$ cat src/rv32i_pkg.sv
package rv32i_pkg;

    //////////////////////////////////////////////////
    // sizes
    //////////////////////////////////////////////////

    // reorder queue entries, always used as pairs.
    localparam int queue_depth = 8;
    localparam int tag_bits = 3;

    // eight multiplier bits per iteration.
    localparam int mul_cycles = 4;

    //////////////////////////////////////////////////
    // encodings
    //////////////////////////////////////////////////

    localparam logic [6:0] opcode_reg = 7'b0110011;
    localparam logic [6:0] opcode_imm = 7'b0010011;

    localparam logic [2:0] funct3_add = 3'b000;
    localparam logic [2:0] funct3_xor = 3'b100;
    localparam logic [2:0] funct3_or = 3'b110;
    localparam logic [2:0] funct3_and = 3'b111;

    localparam logic [6:0] funct7_sub = 7'b0100000;
    localparam logic [6:0] funct7_mul = 7'b0000001;

    typedef struct packed {
        logic [6:0] funct7;
        logic [4:0] rs2;
        logic [4:0] rs1;
        logic [2:0] funct3;
        logic [4:0] rd;
        logic [6:0] opcode;
    } r_type_t;

    typedef struct packed {
        logic [11:0] imm12;
        logic [4:0] rs1;
        logic [2:0] funct3;
        logic [4:0] rd;
        logic [6:0] opcode;
    } i_type_t;

    // opcode and rd sit in the same bits in both views.
    typedef union packed {
        r_type_t r_fields;
        i_type_t i_fields;
    } instr_u;

    typedef enum logic [2:0] {
        op_add,
        op_sub,
        op_and,
        op_or,
        op_xor,
        op_mul
    } op_e;

    typedef struct packed {
        logic [4:0] rd;
        logic done;
        logic [31:0] result;
    } rob_entry_t;

endpackage
$ cat src/rob_core.sv
`timescale 1ns/10ps

module rob_core (
    input  logic clk,
    input  logic rst,
    input  logic in_valid,
    output logic in_ready,
    input  rv32i_pkg::instr_u instr0,
    input  rv32i_pkg::instr_u instr1,
    input  logic [31:0] a0,
    input  logic [31:0] b0,
    input  logic [31:0] a1,
    input  logic [31:0] b1,
    output logic commit_valid,
    input  logic commit_ready,
    output logic [4:0] commit_rd0,
    output logic [31:0] commit_result0,
    output logic [4:0] commit_rd1,
    output logic [31:0] commit_result1
);

    logic push;
    logic pop;
    logic full;
    logic empty;
    rv32i_pkg::rob_entry_t push0;
    rv32i_pkg::rob_entry_t push1;
    rv32i_pkg::rob_entry_t q_out0;
    rv32i_pkg::rob_entry_t q_out1;
    rv32i_pkg::rob_entry_t peek0;
    rv32i_pkg::rob_entry_t peek1;
    logic [rv32i_pkg::tag_bits-1:0] head_tag;

    //////////////////////////////////////////////////
    // issue and result buses
    //////////////////////////////////////////////////

    logic alu_issue_valid;
    logic alu_issue_ready;
    logic mul_issue_valid;
    logic mul_issue_ready;
    rv32i_pkg::op_e issue_op;
    logic [31:0] issue_a;
    logic [31:0] issue_b;
    logic [rv32i_pkg::tag_bits-1:0] issue_tag;

    logic alu_res_valid;
    logic alu_res_ready;
    logic [rv32i_pkg::tag_bits-1:0] alu_res_tag;
    logic [31:0] alu_res_result;
    logic mul_res_valid;
    logic mul_res_ready;
    logic [rv32i_pkg::tag_bits-1:0] mul_res_tag;
    logic [31:0] mul_res_result;

    logic wb_valid;
    logic [rv32i_pkg::tag_bits-1:0] wb_tag;
    logic [31:0] wb_result;

    dispatch_unit i_dispatch_unit (
        .clk       (clk),
        .rst       (rst),
        .in_valid  (in_valid),
        .in_ready  (in_ready),
        .instr0    (instr0),
        .instr1    (instr1),
        .a0        (a0),
        .b0        (b0),
        .a1        (a1),
        .b1        (b1),
        .full      (full),
        .head_tag  (head_tag),
        .push      (push),
        .push0     (push0),
        .push1     (push1),
        .alu_valid (alu_issue_valid),
        .alu_ready (alu_issue_ready),
        .mul_valid (mul_issue_valid),
        .mul_ready (mul_issue_ready),
        .issue_op  (issue_op),
        .issue_a   (issue_a),
        .issue_b   (issue_b),
        .issue_tag (issue_tag)
    );

    alu_unit i_alu_unit (
        .clk         (clk),
        .rst         (rst),
        .issue_valid (alu_issue_valid),
        .issue_ready (alu_issue_ready),
        .op          (issue_op),
        .a           (issue_a),
        .b           (issue_b),
        .tag         (issue_tag),
        .res_valid   (alu_res_valid),
        .res_ready   (alu_res_ready),
        .res_tag     (alu_res_tag),
        .res_result  (alu_res_result)
    );

    mul_unit i_mul_unit (
        .clk         (clk),
        .rst         (rst),
        .issue_valid (mul_issue_valid),
        .issue_ready (mul_issue_ready),
        .a           (issue_a),
        .b           (issue_b),
        .tag         (issue_tag),
        .res_valid   (mul_res_valid),
        .res_ready   (mul_res_ready),
        .res_tag     (mul_res_tag),
        .res_result  (mul_res_result)
    );

    writeback_arbiter i_writeback_arbiter (
        .clk        (clk),
        .rst        (rst),
        .alu_valid  (alu_res_valid),
        .alu_ready  (alu_res_ready),
        .alu_tag    (alu_res_tag),
        .alu_result (alu_res_result),
        .mul_valid  (mul_res_valid),
        .mul_ready  (mul_res_ready),
        .mul_tag    (mul_res_tag),
        .mul_result (mul_res_result),
        .wb_valid   (wb_valid),
        .wb_tag     (wb_tag),
        .wb_result  (wb_result)
    );

    circular_queue i_circular_queue (
        .clk       (clk),
        .rst       (rst),
        .push      (push),
        .pop       (pop),
        .in0       (push0),
        .in1       (push1),
        .full      (full),
        .empty     (empty),
        .out0      (q_out0),
        .out1      (q_out1),
        .wb_valid  (wb_valid),
        .wb_tag    (wb_tag),
        .wb_result (wb_result),
        .head_tag  (head_tag),
        .peek0     (peek0),
        .peek1     (peek1)
    );

    commit_unit i_commit_unit (
        .clk            (clk),
        .rst            (rst),
        .peek0          (peek0),
        .peek1          (peek1),
        .empty          (empty),
        .pop            (pop),
        .out0           (q_out0),
        .out1           (q_out1),
        .commit_valid   (commit_valid),
        .commit_ready   (commit_ready),
        .commit_rd0     (commit_rd0),
        .commit_result0 (commit_result0),
        .commit_rd1     (commit_rd1),
        .commit_result1 (commit_result1)
    );

endmodule

$ cat src/commit_unit.sv
`timescale 1ns/10ps

module commit_unit (
    input  logic clk,
    input  logic rst,
    input  rv32i_pkg::rob_entry_t peek0,
    input  rv32i_pkg::rob_entry_t peek1,
    input  logic empty,
    output logic pop,
    input  rv32i_pkg::rob_entry_t out0,
    input  rv32i_pkg::rob_entry_t out1,
    output logic commit_valid,
    input  logic commit_ready,
    output logic [4:0] commit_rd0,
    output logic [31:0] commit_result0,
    output logic [4:0] commit_rd1,
    output logic [31:0] commit_result1
);

    // peeks lag the queue by one cycle.
    logic peek_stale;

    assign pop = !commit_valid && !empty && !peek_stale && peek0.done && peek1.done;

    always_ff @(posedge clk) begin
        if (rst) begin
            commit_valid <= 1'b0;
            peek_stale <= 1'b1;
        end else begin
            // tail moved, or the pair was not yet written.
            peek_stale <= pop || empty;
            if (pop) begin
                commit_valid <= 1'b1;
            end else if (commit_ready) begin
                commit_valid <= 1'b0;
            end
        end
    end

    // popped pair stays in the queue output register until taken.
    assign commit_rd0 = out0.rd;
    assign commit_result0 = out0.result;
    assign commit_rd1 = out1.rd;
    assign commit_result1 = out1.result;

endmodule

$ cat src/writeback_arbiter.sv
`timescale 1ns/10ps

module writeback_arbiter (
    input  logic clk,
    input  logic rst,
    input  logic alu_valid,
    output logic alu_ready,
    input  logic [rv32i_pkg::tag_bits-1:0] alu_tag,
    input  logic [31:0] alu_result,
    input  logic mul_valid,
    output logic mul_ready,
    input  logic [rv32i_pkg::tag_bits-1:0] mul_tag,
    input  logic [31:0] mul_result,
    output logic wb_valid,
    output logic [rv32i_pkg::tag_bits-1:0] wb_tag,
    output logic [31:0] wb_result
);

    // set when the multiplier wins the next tie.
    logic prio_mul;
    logic grant_alu;
    logic grant_mul;

    assign grant_alu = alu_valid && (!mul_valid || !prio_mul);
    assign grant_mul = mul_valid && !grant_alu;

    assign alu_ready = grant_alu;
    assign mul_ready = grant_mul;

    assign wb_valid = grant_alu || grant_mul;
    assign wb_tag = grant_mul ? mul_tag : alu_tag;
    assign wb_result = grant_mul ? mul_result : alu_result;

    always_ff @(posedge clk) begin
        if (rst) begin
            prio_mul <= 1'b0;
        end else if (alu_valid && mul_valid) begin
            prio_mul <= !prio_mul;
        end
    end

endmodule

$ cat src/mul_unit.sv
`timescale 1ns/10ps

module mul_unit (
    input  logic clk,
    input  logic rst,
    input  logic issue_valid,
    output logic issue_ready,
    input  logic [31:0] a,
    input  logic [31:0] b,
    input  logic [rv32i_pkg::tag_bits-1:0] tag,
    output logic res_valid,
    input  logic res_ready,
    output logic [rv32i_pkg::tag_bits-1:0] res_tag,
    output logic [31:0] res_result
);

    logic busy;
    logic issue_fire;
    logic [$clog2(rv32i_pkg::mul_cycles)-1:0] step;
    logic [31:0] mcand;
    logic [31:0] mplier;
    logic [31:0] partial;

    assign issue_ready = !busy && (!res_valid || res_ready);
    assign issue_fire = issue_valid && issue_ready;

    // add shifted multiplicand for each of the low 8 multiplier bits.
    always_comb begin
        partial = res_result;
        for (int i = 0; i < 8; i++) begin
            if (mplier[i]) begin
                partial = partial + (mcand << i);
            end
        end
    end

    always_ff @(posedge clk) begin
        if (rst) begin
            busy <= 1'b0;
            res_valid <= 1'b0;
            step <= '0;
        end else begin
            if (res_ready) begin
                res_valid <= 1'b0;
            end
            if (issue_fire) begin
                busy <= 1'b1;
                step <= '0;
            end else if (busy) begin
                step <= step + 1'b1;
                if (step == rv32i_pkg::mul_cycles - 1) begin
                    busy <= 1'b0;
                    res_valid <= 1'b1;
                end
            end
        end
    end

    // result register doubles as the accumulator.
    always_ff @(posedge clk) begin
        if (issue_fire) begin
            mcand <= a;
            mplier <= b;
            res_tag <= tag;
            res_result <= '0;
        end else if (busy) begin
            mcand <= mcand << 8;
            mplier <= mplier >> 8;
            res_result <= partial;
        end
    end

endmodule

$ cat src/alu_unit.sv
`timescale 1ns/10ps

module alu_unit (
    input  logic clk,
    input  logic rst,
    input  logic issue_valid,
    output logic issue_ready,
    input  rv32i_pkg::op_e op,
    input  logic [31:0] a,
    input  logic [31:0] b,
    input  logic [rv32i_pkg::tag_bits-1:0] tag,
    output logic res_valid,
    input  logic res_ready,
    output logic [rv32i_pkg::tag_bits-1:0] res_tag,
    output logic [31:0] res_result
);

    logic [31:0] value;
    logic issue_fire;

    // free, or draining this cycle.
    assign issue_ready = !res_valid || res_ready;
    assign issue_fire = issue_valid && issue_ready;

    always_comb begin
        case (op)
            rv32i_pkg::op_sub: value = a - b;
            rv32i_pkg::op_and: value = a & b;
            rv32i_pkg::op_or:  value = a | b;
            rv32i_pkg::op_xor: value = a ^ b;
            default:           value = a + b;
        endcase
    end

    always_ff @(posedge clk) begin
        if (rst) begin
            res_valid <= 1'b0;
        end else if (issue_fire) begin
            res_valid <= 1'b1;
        end else if (res_ready) begin
            res_valid <= 1'b0;
        end
    end

    // hold register.
    always_ff @(posedge clk) begin
        if (issue_fire) begin
            res_tag <= tag;
            res_result <= value;
        end
    end

endmodule

$ cat src/dispatch_unit.sv
`timescale 1ns/10ps

module dispatch_unit (
    input  logic clk,
    input  logic rst,
    input  logic in_valid,
    output logic in_ready,
    input  rv32i_pkg::instr_u instr0,
    input  rv32i_pkg::instr_u instr1,
    input  logic [31:0] a0,
    input  logic [31:0] b0,
    input  logic [31:0] a1,
    input  logic [31:0] b1,
    input  logic full,
    input  logic [rv32i_pkg::tag_bits-1:0] head_tag,
    output logic push,
    output rv32i_pkg::rob_entry_t push0,
    output rv32i_pkg::rob_entry_t push1,
    output logic alu_valid,
    input  logic alu_ready,
    output logic mul_valid,
    input  logic mul_ready,
    output rv32i_pkg::op_e issue_op,
    output logic [31:0] issue_a,
    output logic [31:0] issue_b,
    output logic [rv32i_pkg::tag_bits-1:0] issue_tag
);

    logic busy;
    logic slot;
    logic issue_fire;
    rv32i_pkg::op_e slot_op [2];
    logic [31:0] slot_a [2];
    logic [31:0] slot_b [2];
    logic [rv32i_pkg::tag_bits-1:0] base_tag;

    //////////////////////////////////////////////////
    // decode
    //////////////////////////////////////////////////

    function automatic rv32i_pkg::op_e decode_op(input rv32i_pkg::instr_u ins);
        rv32i_pkg::op_e op;
        logic is_sub;
        op = rv32i_pkg::op_add;
        is_sub = (ins.r_fields.funct7 == rv32i_pkg::funct7_sub);
        // addi falls through as add.
        if (ins.r_fields.opcode == rv32i_pkg::opcode_reg) begin
            if (ins.r_fields.funct7 == rv32i_pkg::funct7_mul) begin
                op = rv32i_pkg::op_mul;
            end else begin
                case (ins.r_fields.funct3)
                    rv32i_pkg::funct3_add: op = is_sub ? rv32i_pkg::op_sub : rv32i_pkg::op_add;
                    rv32i_pkg::funct3_xor: op = rv32i_pkg::op_xor;
                    rv32i_pkg::funct3_or:  op = rv32i_pkg::op_or;
                    rv32i_pkg::funct3_and: op = rv32i_pkg::op_and;
                    default:               op = rv32i_pkg::op_add;
                endcase
            end
        end
        return op;
    endfunction

    // i-type swaps in the sign extended immediate.
    function automatic logic [31:0] decode_b(input rv32i_pkg::instr_u ins,
                                             input logic [31:0] b);
        logic [11:0] imm;
        imm = ins.i_fields.imm12;
        if (ins.i_fields.opcode == rv32i_pkg::opcode_imm) begin
            return {{20{imm[11]}}, imm};
        end
        return b;
    endfunction

    assign in_ready = !full && !busy;
    assign push = in_valid && in_ready;

    always_comb begin
        push0 = '0;
        push1 = '0;
        push0.rd = instr0.r_fields.rd;
        push1.rd = instr1.r_fields.rd;
    end

    //////////////////////////////////////////////////
    // issue sequencer
    //////////////////////////////////////////////////

    assign issue_op = slot_op[slot];
    assign issue_a = slot_a[slot];
    assign issue_b = slot_b[slot];
    assign issue_tag = base_tag + {{(rv32i_pkg::tag_bits-1){1'b0}}, slot};

    assign alu_valid = busy && (issue_op != rv32i_pkg::op_mul);
    assign mul_valid = busy && (issue_op == rv32i_pkg::op_mul);
    assign issue_fire = (alu_valid && alu_ready) || (mul_valid && mul_ready);

    always_ff @(posedge clk) begin
        if (rst) begin
            busy <= 1'b0;
            slot <= 1'b0;
        end else if (push) begin
            busy <= 1'b1;
            slot <= 1'b0;
        end else if (issue_fire) begin
            // slot 1 done returns to idle.
            busy <= !slot;
            slot <= !slot;
        end
    end

    always_ff @(posedge clk) begin
        if (push) begin
            slot_op[0] <= decode_op(instr0);
            slot_op[1] <= decode_op(instr1);
            slot_a[0] <= a0;
            slot_a[1] <= a1;
            slot_b[0] <= decode_b(instr0, b0);
            slot_b[1] <= decode_b(instr1, b1);
            base_tag <= head_tag;
        end
    end

endmodule

$ cat src/circular_queue.sv
`timescale 1ns/10ps

module circular_queue (
    input  logic clk,
    input  logic rst,
    input  logic push,
    input  logic pop,
    input  rv32i_pkg::rob_entry_t in0,
    input  rv32i_pkg::rob_entry_t in1,
    output logic full,
    output logic empty,
    output rv32i_pkg::rob_entry_t out0,
    output rv32i_pkg::rob_entry_t out1,
    input  logic wb_valid,
    input  logic [rv32i_pkg::tag_bits-1:0] wb_tag,
    input  logic [31:0] wb_result,
    output logic [rv32i_pkg::tag_bits-1:0] head_tag,
    output rv32i_pkg::rob_entry_t peek0,
    output rv32i_pkg::rob_entry_t peek1
);

    rv32i_pkg::rob_entry_t entries [rv32i_pkg::queue_depth];

    // top bit is the wrap flag.
    logic [rv32i_pkg::tag_bits:0] head;
    logic [rv32i_pkg::tag_bits:0] tail;

    logic [rv32i_pkg::tag_bits-1:0] head_idx;
    logic [rv32i_pkg::tag_bits-1:0] head_idx1;
    logic [rv32i_pkg::tag_bits-1:0] tail_idx;
    logic [rv32i_pkg::tag_bits-1:0] tail_idx1;

    assign head_idx = head[rv32i_pkg::tag_bits-1:0];
    assign tail_idx = tail[rv32i_pkg::tag_bits-1:0];
    assign head_idx1 = head_idx + 1'b1;
    assign tail_idx1 = tail_idx + 1'b1;

    // same slot, different lap means full.
    assign full = (head_idx == tail_idx) &&
                  (head[rv32i_pkg::tag_bits] != tail[rv32i_pkg::tag_bits]);
    assign empty = (head == tail);
    assign head_tag = head_idx;

    always_ff @(posedge clk) begin
        if (rst) begin
            head <= '0;
            tail <= '0;
        end else begin
            if (push) begin
                head <= head + 2'd2;
            end
            if (pop) begin
                tail <= tail + 2'd2;
            end
        end
    end

    //////////////////////////////////////////////////
    // storage and read ports
    //////////////////////////////////////////////////

    always_ff @(posedge clk) begin
        if (push) begin
            entries[head_idx] <= in0;
            entries[head_idx1] <= in1;
        end

        // result bus never targets a free slot.
        if (wb_valid) begin
            entries[wb_tag].done <= 1'b1;
            entries[wb_tag].result <= wb_result;
        end

        if (pop) begin
            out0 <= entries[tail_idx];
            out1 <= entries[tail_idx1];
        end

        // oldest pair, one cycle behind.
        peek0 <= entries[tail_idx];
        peek1 <= entries[tail_idx1];
    end

endmodule

$ cat config.mk
export PLATFORM = sky130hd
export DESIGN_NAME = rob_core
export DESIGN_NICKNAME = d
export VERILOG_FILES = /design/src/rv32i_pkg.sv /design/src/rob_core.sv /design/src/commit_unit.sv /design/src/writeback_arbiter.sv /design/src/mul_unit.sv /design/src/alu_unit.sv /design/src/dispatch_unit.sv /design/src/circular_queue.sv
export SDC_FILE = /design/constraint.sdc
export NUM_CORES = 2
export LEC_CHECK = 0
export BUFFER_PORTS_ARGS = -buffer_cell sky130_fd_sc_hd__buf_2
export CAP_MARGIN = 20
export CORE_UTILIZATION = 40
export DETAILED_ROUTE_END_ITERATION = 12
export HOLD_SLACK_MARGIN = 0.1
export SYNTH_ARGS = -nofsm -noshare
export SYNTH_HDL_FRONTEND = slang
export SYNTH_SLANG_ARGS = --single-unit
$ cat constraint.sdc
create_clock -name clk -period 14 [get_ports clk]
set_input_delay 2.1 -clock clk [delete_from_list [all_inputs] [get_ports clk]]
set_output_delay 2.1 -clock clk [all_outputs]
set_load 0.03 [all_outputs]
==> out/results.ini <==
[run_status]
status=complete, no violations

[clock_network]
cts_buffers=74
htree_levels=3
root_buffer=clkbuf_16
cts_buffer_depth=3
clk_pin_slew_ps=70
insertion_delay_ps=690
cts.sinks=669
cts_tree=yes

[setup_path]
crit_path_end_kind=register
crit_type=reg2reg
worstSetupStartpointType=register
crit_fanout=3
cp.arrival_ps=13910
critPathSlowestCell=edfxtp_1
critPathRequiredTime_ps=14570
crit_path_max_incr_delay_ps=470
crit_path_frequent_cell=ha_1

[routing]
detail_route.wirelength_um=129000
dr.pass1.iters=5
vias=33800
postRouteAntennaNets=0
wl_per_cell_um=21.5
via_per_inst=5.63
drtIter0Drc=3343
drc=0

[sta]
setup_viol=0
slew_headroom=0.216
drv_slew=0
clock.fmax_ghz=0.0750
hold_violations=0
finalCriticalPeriod_ps=13340
tightest_slew_ps=1140
fin_skew_ps=46.8
fin_tns_setup_ps=0
setup_slack_ps=664
min_period_over_period=0.953

[synthesis]
ys_seq_elements=669
synth_seq_area_share=0.449
syn-mean-instance-area_um2=10.6
synth.area.top_cells=edfxtp_1, ha_1, nor2_1
yosysUniqueCellTypes=96
yosys-top-cells-count=edfxtp_1, nor2_1, ha_1, nand2_1, a21oi_1
synth_ff_type=edfxtp_1
synth-warning-count=0
async_flop_share=0
synth_top_area_cell=edfxtp_1
synth_top_area_frac=0.421
synthCells=4099
syn_area_um2=43300
synth.most_common_cell=edfxtp_1
synth_edf_count=608
syn-num-nets=4650

[run]
maxCapViolations=0

[grt]
grt-ovfl-total=0
first_global_vias=32800
track_usage=0.230
grt_pass1_wl_um=194000
grt_max_degree=95
antenna_found_initial=4

[layout]
fin_area_um2=50800
drive_above_1_share=0.207
nFillCells=9911
num_antenna_cells=0
regArea_um2=19500
nets=5088
fin_cells=6000
multi_input_area_um2=23200
syn2layout_area_growth_pct=17.2

[placed_design]
port_buffers=261
pre_cts_slack_ps=-273
dp_cells=5848
gp_congestion=0.967
dpl.hpwl_um=96400
dpl_cell_area_um2=47700

[floorplanning]
fp-row-count=120
core_um2=107000
die_area_um2=110000
ios=272
dieHeight_um=331
start_util=0.404
die_w_um=331

[worst_hold_path]
hold_class=reg2reg

## per-layer routing
layer  up-vias  GRT usage  routed length (µm)
met1     16300      0.313               56600
met2      1152      0.379               60200
met5         -          0                   7
met4         2     0.0727                3830
met3       205     0.0330                8400
li1      16100          -                   -
## cell families after synthesis
family | after synthesis | share of synthesized area
and+or+nand+nor | 1144 | 0.118
AOI/OAI and AO/OA | 1063 | 0.161
adders and majority gates | 355 | 0.104
muxes | 281 | 0.0894
DFF | 669 | 0.449
xor gates and xnor gates | 229 | 0.0469
buffers and inverters | 358 | 0.0312
## sequential cells by signal, indices dropped and copies added (netlist names), 6 cells and up, named ones only
register                  count
i_circular_queue.entries    304
i_dispatch_unit.slot_a       64
i_dispatch_unit.slot_b       64
i_circular_queue.out0        37
i_circular_queue.out1        37
i_alu_unit.res_result        32
i_mul_unit.mcand             32
i_mul_unit.mplier            32
i_mul_unit.res_result        32
i_dispatch_unit.slot_op       6
## worst max-delay path, delay by kind of cell, from the launching register on
kind	cells	cell delay, ps
XOR/XNOR	9	1250
AND/OR/NAND/NOR	13	2030
AO/OA/AOI/OAI	29	5240
buffers and inverters	6	600
flip-flops	1	470
adder cells (fa/ha/maj)	9	2530
multiplexers	4	1120
## through the flow
step                       util  hold slack, ps
final                     0.474             432
after global routing      0.474             435
after CTS                 0.468             428
after detailed placement  0.445             433
after global placement    0.445             428
after floorplan               -             418
## cells in the final DEF, fill, tap and decap left out, types with 56 or more instances in the layout
cell type and instances:
xnor2_1 143, inv_1 191, ha_1 328, mux2i_1 115
dfxtp_1 56, a21o_1 164, xor2_1 81, edfxtp_1 608
nand2_1 325, o21ai_0 203, buf_4 260, a21oi_1 239
buf_2 261, nor2_1 476, mux2_2 87, mux4_2 76
nand3_1 61, clkbuf_16 75
## path summary, 6_finish.rpt
check / startpoint / end / slack, ps / cells after the start
hold / removal: i_dispatch_unit.base_tag[1] / i_mul_unit.res_tag[1] / 430 / 0
setup reg to reg: i_mul_unit.mcand[0] / i_mul_unit.res_result[31] / 660 / 70
hold reg to reg: i_dispatch_unit.base_tag[1] / i_mul_unit.res_tag[1] / 430 / 0
setup / recovery: i_mul_unit.mcand[0] / i_mul_unit.res_result[31] / 660 / 70
## cell type report
| type | count | area share |
|---|---|---|
| inverters | 199 | 0.0147 |
| well taps | 1403 | 0.0345 |
| flip-flops and latches | 669 | 0.384 |
| clock buffers | 89 | 0.0380 |
| repair buffers | 521 | 0.0641 |
| clock inverters | 47 | 0.00936 |
| multi-input cells | 3072 | 0.456 |
## repair_timing
| action | 4_1_cts | 5_1_grt |
|---|---|---|
| gates resized for setup | 9 | 132 |
| pin swaps | 0 | 50 |
| setup endpoints to repair | 3 | 9 |
| hold buffers | 0 | 0 |
| buffers inserted | 2 | 11 |
Power is not shown: default switching activity piles up to over one toggle a cycle in this logic, so the estimate is an artifact.
